`src/source/engine_pkg.sv`:
```
`default_nettype none

package engine_pkg;

	// One Q8.8 element, also used for bias and result
	typedef logic signed [15:0] data_t;

	// Window accumulator, 64 full products plus bias
	typedef logic signed [39:0] acc_t;

	// Window count of one operation
	typedef logic [31:0] count_t;

	typedef enum logic [1:0] {
		op_conv,
		op_maxpool,
		op_avepool
	} op_kind_e;

	// Producer states
	typedef enum logic [1:0] {
		st_idle,
		st_run,
		st_release
	} fetch_state_e;

	// Power of two, 2 to 64
	localparam int DEFAULT_WINDOW_LEN = 4;

	// Power of two, at least 4
	localparam int DEFAULT_BUFFER_DEPTH = 8;

endpackage

`default_nettype wire

```
`src/source/operand_if.sv`:
```
`timescale 1ns/1ps
`default_nettype none

interface operand_if;
	import engine_pkg::*;

	logic strobe;
	data_t data;
	data_t weight;
	op_kind_e kind;
	logic win_last;
	logic op_last;
	// Back-pressure from the sink
	logic hold;

	modport source (
		output strobe, data, weight, kind, win_last, op_last,
		input hold
	);

	modport sink (
		input strobe, data, weight, kind, win_last, op_last,
		output hold
	);

endinterface

`default_nettype wire

```
`src/source/operand_fetch.sv`:
```
`timescale 1ns/1ps
`default_nettype none

module operand_fetch #(
	parameter int WINDOW_LEN = engine_pkg::DEFAULT_WINDOW_LEN
) (
	input logic clk,
	input logic reset,
	input logic conv_ready,
	input logic maxpool_ready,
	input logic avepool_ready,
	input engine_pkg::count_t op_num,
	output logic data_fifo_rd_en,
	input engine_pkg::data_t data,
	output logic weight_fifo_rd_en,
	input engine_pkg::data_t weight,
	operand_if.source out
);
	import engine_pkg::*;

	localparam int ELEM_W = $clog2(WINDOW_LEN);
	localparam logic [ELEM_W-1:0] LAST_ELEM = ELEM_W'(WINDOW_LEN - 1);

	fetch_state_e state;
	op_kind_e kind_r;
	op_kind_e ready_kind;
	count_t op_num_r;
	count_t win_cnt;
	logic [ELEM_W-1:0] elem_cnt;
	logic any_ready;
	logic rd_en;
	logic win_last;
	logic op_last;

	// Tags of the read in flight
	logic push_pending;
	op_kind_e kind_d;
	logic win_last_d;
	logic op_last_d;

	assign any_ready = conv_ready | maxpool_ready | avepool_ready;

	// Conv wins over maxpool, maxpool over avepool
	always_comb begin
		if (conv_ready)
			ready_kind = op_conv;
		else if (maxpool_ready)
			ready_kind = op_maxpool;
		else
			ready_kind = op_avepool;
	end

	assign rd_en = (state == st_run) && !out.hold;
	assign win_last = (elem_cnt == LAST_ELEM);
	assign op_last = win_last && (win_cnt == op_num_r - count_t'(1));

	assign data_fifo_rd_en = rd_en;
	assign weight_fifo_rd_en = rd_en && (kind_r == op_conv);

	always_ff @(posedge clk) begin
		if (reset) begin
			state <= st_idle;
			kind_r <= op_conv;
			op_num_r <= '0;
			win_cnt <= '0;
			elem_cnt <= '0;
		end else begin
			case (state)
				st_idle: begin
					if (any_ready) begin
						kind_r <= ready_kind;
						op_num_r <= op_num;
						win_cnt <= '0;
						elem_cnt <= '0;
						// Zero windows is a no-op
						state <= (op_num == '0) ? st_release : st_run;
					end
				end
				st_run: begin
					if (rd_en) begin
						if (win_last) begin
							elem_cnt <= '0;
							win_cnt <= win_cnt + count_t'(1);
							if (op_last)
								state <= st_release;
						end else begin
							elem_cnt <= elem_cnt + 1'b1;
						end
					end
				end
				st_release: begin
					if (!any_ready)
						state <= st_idle;
				end
				default: state <= st_idle;
			endcase
		end
	end

	always_ff @(posedge clk) begin
		if (reset)
			push_pending <= 1'b0;
		else
			push_pending <= rd_en;
	end

	always_ff @(posedge clk) begin
		kind_d <= kind_r;
		win_last_d <= win_last;
		op_last_d <= op_last;
	end

	// FIFO word arrives one cycle after its strobe
	assign out.strobe = push_pending;
	assign out.data = data;
	assign out.weight = (kind_d == op_conv) ? weight : '0;
	assign out.kind = kind_d;
	assign out.win_last = win_last_d;
	assign out.op_last = op_last_d;

	reads_within_op: assert property (@(posedge clk) disable iff (reset)
		data_fifo_rd_en |-> (win_cnt < op_num_r))
		else $error("read strobe beyond the last window");

endmodule

`default_nettype wire

```
`src/source/operand_buffer.sv`:
```
`timescale 1ns/1ps
`default_nettype none

module operand_buffer #(
	parameter int BUFFER_DEPTH = engine_pkg::DEFAULT_BUFFER_DEPTH
) (
	input logic clk,
	input logic reset,
	operand_if.sink in,
	operand_if.source out
);
	import engine_pkg::*;

	localparam int PTR_W = $clog2(BUFFER_DEPTH);
	localparam logic [PTR_W:0] FULL_LEVEL = (PTR_W + 1)'(BUFFER_DEPTH);
	// Two slots kept for the read still in flight
	localparam logic [PTR_W:0] ALMOST_FULL_LEVEL = (PTR_W + 1)'(BUFFER_DEPTH - 2);

	data_t data_mem [BUFFER_DEPTH];
	data_t weight_mem [BUFFER_DEPTH];
	op_kind_e kind_mem [BUFFER_DEPTH];
	logic win_last_mem [BUFFER_DEPTH];
	logic op_last_mem [BUFFER_DEPTH];

	logic [PTR_W-1:0] wr_ptr;
	logic [PTR_W-1:0] rd_ptr;
	logic [PTR_W:0] count;
	logic push;
	logic pop;
	logic empty;
	logic full;

	assign push = in.strobe;
	assign empty = (count == '0);
	assign full = (count == FULL_LEVEL);
	assign pop = !empty && !out.hold;

	assign in.hold = (count >= ALMOST_FULL_LEVEL);

	always_ff @(posedge clk) begin
		if (push) begin
			data_mem[wr_ptr] <= in.data;
			weight_mem[wr_ptr] <= in.weight;
			kind_mem[wr_ptr] <= in.kind;
			win_last_mem[wr_ptr] <= in.win_last;
			op_last_mem[wr_ptr] <= in.op_last;
		end
	end

	always_ff @(posedge clk) begin
		if (reset) begin
			wr_ptr <= '0;
			rd_ptr <= '0;
			count <= '0;
		end else begin
			if (push)
				wr_ptr <= wr_ptr + 1'b1;
			if (pop)
				rd_ptr <= rd_ptr + 1'b1;
			case ({push, pop})
				2'b10: count <= count + 1'b1;
				2'b01: count <= count - 1'b1;
				default: count <= count;
			endcase
		end
	end

	assign out.strobe = pop;
	assign out.data = data_mem[rd_ptr];
	assign out.weight = weight_mem[rd_ptr];
	assign out.kind = kind_mem[rd_ptr];
	assign out.win_last = win_last_mem[rd_ptr];
	assign out.op_last = op_last_mem[rd_ptr];

	no_push_full: assert property (@(posedge clk) disable iff (reset)
		full |-> !push)
		else $error("push into full buffer");

	empty_ptrs_equal: assert property (@(posedge clk) disable iff (reset)
		empty |-> (wr_ptr == rd_ptr))
		else $error("pointers differ on empty buffer");

endmodule

`default_nettype wire

```
`src/source/window_compute.sv`:
```
`timescale 1ns/1ps
`default_nettype none

module window_compute #(
	parameter int WINDOW_LEN = engine_pkg::DEFAULT_WINDOW_LEN
) (
	input logic clk,
	input logic reset,
	operand_if.sink in,
	input engine_pkg::data_t bias,
	output engine_pkg::data_t result,
	output logic result_valid,
	output logic conv_valid,
	output logic maxpool_valid,
	output logic avepool_valid
);
	import engine_pkg::*;

	localparam int AVG_SHIFT = $clog2(WINDOW_LEN);
	localparam acc_t SAT_MAX = 32767;
	localparam acc_t SAT_MIN = -32768;

	acc_t acc;
	acc_t contrib;
	acc_t combined;
	logic signed [31:0] product;
	data_t bias_r;
	data_t final_value;
	op_kind_e kind_r;
	logic op_last_r;
	logic first;
	logic finalize;

	// Q8.8 times Q8.8 gives Q16.16
	assign product = in.data * in.weight;

	always_comb begin
		case (in.kind)
			op_conv: contrib = acc_t'(product);
			default: contrib = acc_t'(in.data);
		endcase
	end

	always_comb begin
		case (in.kind)
			op_maxpool: combined = (contrib > acc) ? contrib : acc;
			default: combined = acc + contrib;
		endcase
	end

	always_comb begin
		acc_t conv_sum;
		acc_t conv_scaled;
		acc_t ave_scaled;
		conv_sum = acc + (acc_t'(bias_r) <<< 8);
		conv_scaled = conv_sum >>> 8;
		// Floor division by the window length
		ave_scaled = acc >>> AVG_SHIFT;
		case (kind_r)
			op_conv: begin
				if (conv_scaled > SAT_MAX)
					final_value = 16'sh7fff;
				else if (conv_scaled < SAT_MIN)
					final_value = 16'sh8000;
				else
					final_value = conv_scaled[15:0];
			end
			op_maxpool: final_value = acc[15:0];
			default: final_value = ave_scaled[15:0];
		endcase
	end

	// One bubble while the result is registered
	assign in.hold = finalize;

	always_ff @(posedge clk) begin
		if (in.strobe) begin
			acc <= first ? contrib : combined;
			kind_r <= in.kind;
			op_last_r <= in.op_last;
			if (in.win_last)
				bias_r <= bias;
		end
		if (finalize)
			result <= final_value;
	end

	always_ff @(posedge clk) begin
		if (reset) begin
			first <= 1'b1;
			finalize <= 1'b0;
			result_valid <= 1'b0;
			conv_valid <= 1'b0;
			maxpool_valid <= 1'b0;
			avepool_valid <= 1'b0;
		end else begin
			if (in.strobe)
				first <= in.win_last;
			finalize <= in.strobe && in.win_last;
			result_valid <= finalize;
			conv_valid <= finalize && op_last_r && (kind_r == op_conv);
			maxpool_valid <= finalize && op_last_r && (kind_r == op_maxpool);
			avepool_valid <= finalize && op_last_r && (kind_r == op_avepool);
		end
	end

	no_strobe_on_hold: assert property (@(posedge clk) disable iff (reset)
		in.hold |-> !in.strobe)
		else $error("element arrived during finalize");

endmodule

`default_nettype wire

```
`src/source/engine.sv`:
```
`timescale 1ns/1ps
`default_nettype none

module engine #(
	parameter int WINDOW_LEN = engine_pkg::DEFAULT_WINDOW_LEN,
	parameter int BUFFER_DEPTH = engine_pkg::DEFAULT_BUFFER_DEPTH
) (
	input logic clk,
	input logic reset,
	input logic conv_ready,
	input logic maxpool_ready,
	input logic avepool_ready,
	input engine_pkg::count_t op_num,
	output logic data_fifo_rd_en,
	input engine_pkg::data_t data,
	output logic weight_fifo_rd_en,
	input engine_pkg::data_t weight,
	input engine_pkg::data_t bias,
	output engine_pkg::data_t result,
	output logic result_valid,
	output logic conv_valid,
	output logic maxpool_valid,
	output logic avepool_valid
);

	operand_if fetch_to_buf ();
	operand_if buf_to_compute ();

	operand_fetch #(
		.WINDOW_LEN(WINDOW_LEN)
	) operand_fetch_inst (
		.clk(clk),
		.reset(reset),
		.conv_ready(conv_ready),
		.maxpool_ready(maxpool_ready),
		.avepool_ready(avepool_ready),
		.op_num(op_num),
		.data_fifo_rd_en(data_fifo_rd_en),
		.data(data),
		.weight_fifo_rd_en(weight_fifo_rd_en),
		.weight(weight),
		.out(fetch_to_buf.source)
	);

	operand_buffer #(
		.BUFFER_DEPTH(BUFFER_DEPTH)
	) operand_buffer_inst (
		.clk(clk),
		.reset(reset),
		.in(fetch_to_buf.sink),
		.out(buf_to_compute.source)
	);

	window_compute #(
		.WINDOW_LEN(WINDOW_LEN)
	) window_compute_inst (
		.clk(clk),
		.reset(reset),
		.in(buf_to_compute.sink),
		.bias(bias),
		.result(result),
		.result_valid(result_valid),
		.conv_valid(conv_valid),
		.maxpool_valid(maxpool_valid),
		.avepool_valid(avepool_valid)
	);

endmodule

`default_nettype wire

```
`config.mk`:
```
export PLATFORM = sky130hd
export DESIGN_NAME = engine
export DESIGN_NICKNAME = d
export VERILOG_FILES = /design/src/source/engine_pkg.sv /design/src/source/operand_if.sv /design/src/source/operand_fetch.sv /design/src/source/operand_buffer.sv /design/src/source/window_compute.sv /design/src/source/engine.sv
export SDC_FILE = /design/constraint.sdc
export NUM_CORES = 2
export LEC_CHECK = 0
export BUFFER_PORTS_ARGS = -buffer_cell sky130_fd_sc_hd__buf_4
export CELL_PAD_IN_SITES_DETAIL_PLACEMENT = 1
export CELL_PAD_IN_SITES_GLOBAL_PLACEMENT = 1
export CORE_UTILIZATION = 55
export CTS_CLUSTER_SIZE = 14
export DETAILED_ROUTE_END_ITERATION = 12
export PLACE_DENSITY = 0.88
export SLEW_MARGIN = 20
export SYNTH_ARGS = -nofsm -noshare
export SYNTH_HDL_FRONTEND = slang
export SYNTH_SLANG_ARGS = --single-unit
```
`constraint.sdc`:
```
create_clock -name clk -period 35.3 [get_ports clk]
set_input_delay 5.295 -clock clk [delete_from_list [all_inputs] [get_ports clk]]
set_output_delay 5.295 -clock clk [all_outputs]
set_load 0.005 [all_outputs]
```
== After elaboration in Yosys (flattened, before gate mapping) ==
Memory sizes are Yosys's and may differ from the RTL's. A register that Yosys moved wholly into a read port is not among the register bits.
Cells that the tools add are included.

* Mux-type cells: 36
* Magnitude comparators: 4
* Add/subtract/negate cells: 9
* Eq/ne operators: 15
* Bitwise gates (word level): 2
* Multiply operators: 1
* Reductions and logical operators: 27

{| class="wikitable"
|+ Operator list
! operator !! number
|-
| $mux 40 || 4
|-
| $mux 32 || 3
|-
| $pmux 32 s2 || 1
|-
| $mux 16 || 3
|-
| $add 40x24->40 || 1
|-
| $add 40x40->40 || 1
|-
| $gt 40x40->1 || 1
|-
| $add 32x1->32 const B || 1
|-
| $eq 32x32->1 || 1
|-
| $gt 32x16->1 const B || 1
|-
| $logic_not 32->1 || 1
|-
| $lt 32x16->1 const B || 1
|-
| $mul 16x16->32 || 1
|-
| $pmux 16 s2 || 1
|-
| $sub 32x1->32 const B || 1
|-
| $mux 3 || 8
|-
| $mux 2 || 11
|-
| $logic_not 2->1 || 5
|-
| $logic_and 1x1->1 || 9
|-
| $eq 2x1->1 const B || 4
|-
| $eq 2x2->1 const B || 4
|-
| $ne 2x1->1 const B || 4
|-
| $pmux 4 s2 || 1
|-
| $add 3x1->3 const B || 2
|-
| other kinds (17) || 24
|}

* Register bits after elaboration: 165
* Output and inout port bits: 22
* Bits of input ports: 85
* Memory bits (writable): 288
* Memories: 5
* Word-level logic and storage cells: 121

{| class="wikitable"
|+ Memories
! name !! depth !! width !! rd ports !! clocked after Yosys merged registers in !! write ports !! RTL line !! text
|-
| operand_buffer_inst.data_mem || 8 || 16 || 1 || 1 || 1 || operand_buffer.sv:19 || <nowiki>data_t data_mem [BUFFER_DEPTH];</nowiki>
|-
| operand_buffer_inst.weight_mem || 8 || 16 || 1 || 1 || 1 || operand_buffer.sv:20 || <nowiki>data_t weight_mem [BUFFER_DEPTH];</nowiki>
|-
| operand_buffer_inst.kind_mem || 8 || 2 || 1 || 1 || 1 || operand_buffer.sv:21 || <nowiki>op_kind_e kind_mem [BUFFER_DEPTH];</nowiki>
|-
| operand_buffer_inst.op_last_mem || 8 || 1 || 1 || 1 || 1 || operand_buffer.sv:23 || <nowiki>logic op_last_mem [BUFFER_DEPTH];</nowiki>
|-
| operand_buffer_inst.win_last_mem || 8 || 1 || 1 || 1 || 1 || operand_buffer.sv:22 || <nowiki>logic win_last_mem [BUFFER_DEPTH];</nowiki>
|}

== Longest topological paths before layout ==
* Depth in word-level cells: 7
* Gate-level depth with buffers: 43
* Depth with buffers taken out: 37

== By module ==
A second synthesis with hierarchy kept.

* Cells, all modules: 3124
* Area, all modules: 34255.4 µm²

{| class="wikitable"
|+ Modules (own cells, without submodules)
! module !! seq. area each (µm²) !! instances !! area an instance (µm²) !! cells an instance
|-
| window_compute || 2372.3 || 1 || 18012.3 || 2044
|-
| operand_buffer || 8908.5 || 1 || 11711.2 || 488
|-
| operand_fetch || 1501.4 || 1 || 4531.8 || 592
|}

== Worst setup path before layout ==
Ideal clock, no wire load.

* Path kind: register to register
* Start point: reg (tool-made name)
* End point: reg window_compute_inst.acc[0] (enable)
* Setup time: 460 ps
* Cell stages (with the launch flop): 37
* Path buffers: 6
* Arrival: 11579 ps
* Required time: 34840 ps
* Period minus slack after synthesis: 12039 ps
* Path slack: 23261 ps
* Path through: dfxtp_1 > buf_2 > buf_2 > buf_1 > buf_2 > mux4_2 > mux2i_1 > clkbuf_1 > nor2_1 > fa_1 > inv_1 > fa_1 > fa_1 > inv_1 > fa_1 > fa_1 > inv_1 > fa_1 > inv_1 > ha_1 > a21o_1 > a21o_1 > a21oi_1 > o31ai_1 > or4_1 > o21ai_0 > o31ai_1 > o41ai_1 > mux2i_1 > nand2_1 > ha_1 > clkbuf_1 > nand4_1 > nor2_1 > nand2_1 > a21o_1 > a41oi_1

{| class="wikitable"
|+ RTL lines
! item !! RTL line !! text
|-
| end signal: assignment || window_compute.sv:78 || <nowiki>acc <= first ? contrib : combined;</nowiki>
|-
| end: declaration || window_compute.sv:23 || <nowiki>acc_t acc;</nowiki>
|}

==> flow_summary.toml <==
[outcome]
outcome = "completed"

[floorplan]
chipWidth_um = 250
placementRows = 90
floorplan.io_pins = 107
core_um2 = 60500
start_util_pct = 55.7
die_area_um2 = 62300
height_of_the_chip_um = 250

[flow_run]
drv_cap = 0

[routing]
drtPass1Iterations = 7
post-route-drc-count = 0
dr.first_iter.drc_count = 2559
met2WireLength_um = 56800
routedWlPerCell_um = 28.5
wl_um = 116000
wl_met3_um = 9680
topRoutingLayerUsed = "met5"
wirelength_met1_um = 41700
antenna_violating_nets_post_route = 0
vias_per_cell = 6.45
num_vias = 26200

[worst_setup_path]
critPathMaxFanout = 40
type_of_destination_of_the_critical_path = "flip-flop"
criticalPathCategory = "flip-flop to flip-flop"
crit_slowest_cell = "sky130_fd_sc_hd__dfxtp_4"
timing.critical_path.slowest_cell_delay_ps = 780
timing.critical_path.required_ps = 35620
path_common_cell = "sky130_fd_sc_hd__fa_1"
cp.arrival_ps = 12640
critical_path.startpoint_type = "flip-flop"

[placed_design]
place_hpwl_um = 77500
gp_congestion = 1.02
detailed_place.area_um2 = 35500
numPortBuffers = 106

[synthesis]
synth_sequential_area_ratio_pct = 37.9
ys_types = 90
synth_edf_count = 363
synth.avg_cell_area_um2 = 10.7
syn-cell-area_um2 = 33700
library_cell_with_the_highest_instance_count_after_synthesis = "sky130_fd_sc_hd__inv_1"
yosys_most_used_dff = "sky130_fd_sc_hd__edfxtp_1"
mappedNetlistNets = 3700
asyncSetResetFlopFracSynth_pct = 0
yosys_warnings = 0
netlist.top_cell.by_area = "sky130_fd_sc_hd__edfxtp_1"
syn-instance-count = 3150
synth.top_cells.by_count = "sky130_fd_sc_hd__inv_1 (402), sky130_fd_sc_hd__edfxtp_1 (363), sky130_fd_sc_hd__nor2_1 (307)"
post_synth_main_area_contributors = "sky130_fd_sc_hd__edfxtp_1 (32%), sky130_fd_sc_hd__fa_1 (16%), sky130_fd_sc_hd__ha_1 (7.4%)"
share_of_the_synthesized_area_in_the_top_cell_type_pct = 32.3
synth-seq-cells = 457

[timing]
finalSetupViolCount = 0
achievable-frequency_ghz = 0.0812
max_transition_margin_pct = 12.6
clock-skew-final_ps = 20.0
tns_ps = 0
final.period_utilization_pct = 34.9
rsz0062_at_grt = "false"
final-max-slew-violation-count = 0
final.min_clock_period_ps = 12320
finalHoldViolCount = 0
max_slew.worst_pin.slew_ps = 1300

[clock_tree]
clk-insertion-delay-late_ps = 610
clock_tree.buffer_depth = 3
htree_levels = 2
cts_tree = "yes"
clkTransAtPathRegs_ps = 80
hold_fix_buffers_cts = 0
cts.root.buffer_cell = "sky130_fd_sc_hd__clkbuf_16"
ctsResizeCount = 0
cts_inserted_buffers = 47
number_of_setup_buffers_added_after_cts = 0
cts.sinks = 457

[grt]
grt_usage_pct = 36.9
first_global_vias = 28600
grt_antenna_before_repair = 4
grt_start_max_net_pins = 65
grt_remaining_overflow = 0
global_route_wire_length_before_repair_um = 174000

[finish]
num-nets-final = 3790
post_route_cells_drive_above_1_share_pct = 11.6
final_std_cell_area_no_fill_um2 = 37100
area.growth.synth_to_final_pct = 10.1

[worst_hold_path]
worstHoldPathType = "flip-flop to flip-flop"
## layer usage
metal / global-route usage (%) / vias to the layer above
met5: 0 / -
met4: 21.2 / 2
met3: 7.71 / 459
met2: 63.0 / 1489
met1: 43.3 / 13200
li1: - / 11100
## sequential cells by signal (all words and copies together), names as in the netlist, 3 cells and up, named ones only
| signal | count |
|---|---|
| operand_buffer_inst.count | 4 |
| operand_buffer_inst.data_mem | 128 |
| operand_buffer_inst.kind_mem | 16 |
| operand_buffer_inst.op_last_mem | 8 |
| operand_buffer_inst.rd_ptr | 3 |
| operand_buffer_inst.weight_mem | 128 |
| operand_buffer_inst.win_last_mem | 8 |
| operand_buffer_inst.wr_ptr | 3 |
| operand_fetch_inst.op_num_r | 32 |
| operand_fetch_inst.win_cnt | 32 |
| window_compute_inst.acc | 40 |
| window_compute_inst.bias_r | 16 |
| window_compute_inst.result | 16 |
## final cells by class
type | count | area, um2
antenna | 2 | 5.00
clock buffer | 72 | 1450
clock inverter | 15 | 169
fill | 6270 | 23400
inverter | 402 | 1510
multi-input combinational | 2186 | 19100
sequential | 457 | 12800
tap | 782 | 978
timing repair buffer | 146 | 1100
## per-stage QoR
step	hold slack (ps)	setup WS (ps)	instances	util [%]
after floorplan	351	23260	3150	-
after global placement	362	23880	3973	58.7
after detailed placement	369	23270	3973	58.7
after CTS	371	23150	4060	61.3
after global routing	384	22400	4061	61.4
final	376	22980	4062	61.4
## cells in the final DEF, fill, tap and decap left out, drive strengths merged, types with 7 or more instances in the layout
cell type / n
clkinv: 11
nor2: 307
mux4: 72
and2: 23
nand3: 33
nand2: 291
o21a: 22
and3: 22
a21o: 37
a211o: 8
nand4: 27
o31ai: 12
nor3b: 9
nand2b: 36
inv: 403
o21ai: 93
edfxtp: 363
dfxtp: 94
a22oi: 7
fa: 265
or3: 23
nor2b: 31
xnor2: 87
buf: 146
o211ai: 25
xor2: 58
or4: 9
a211oi: 18
o22ai: 7
or2: 8
nor4: 27
nor3: 48
a31oi: 18
a21oi: 191
o21bai: 18
mux2: 39
mux2i: 45
clkbuf: 72
ha: 200
## worst paths after layout
kind	from	endpoint	slack (ps)	cells past startpoint
max reg2reg	flip-flop	window_compute_inst.acc[34]	22980	37
max	flip-flop	window_compute_inst.acc[34]	22980	37
min reg2reg	operand_fetch_inst.kind_r[1]	operand_fetch_inst.out.kind[1]	380	0
min	operand_fetch_inst.kind_r[1]	operand_fetch_inst.out.kind[1]	380	0
## cells by family after synthesis
kind of cell    after synthesis  share of synthesized area [%]
simple gates                913                           12.6
compound gates              507                           9.42
buf+inv                     507                           5.70
fa+ha+maj                   465                           23.2
flops                       457                           37.9
mux                         156                           7.45
xor+xnor                    145                           3.77
## worst max-delay path: cells and delay by family (launching register included)
| kind | cells | cell delay (ps) |
|---|---|---|
| fa+ha+maj | 8 | 3840 |
| compound gates | 12 | 2880 |
| buf+inv | 8 | 2380 |
| mux | 2 | 1000 |
| simple gates | 6 | 930 |
| flops | 1 | 780 |
| xor+xnor | 1 | 160 |
Power is left out: the tool's default activity adds up to more than one toggle a clock period on the data nets, which glitch-free logic cannot reach.
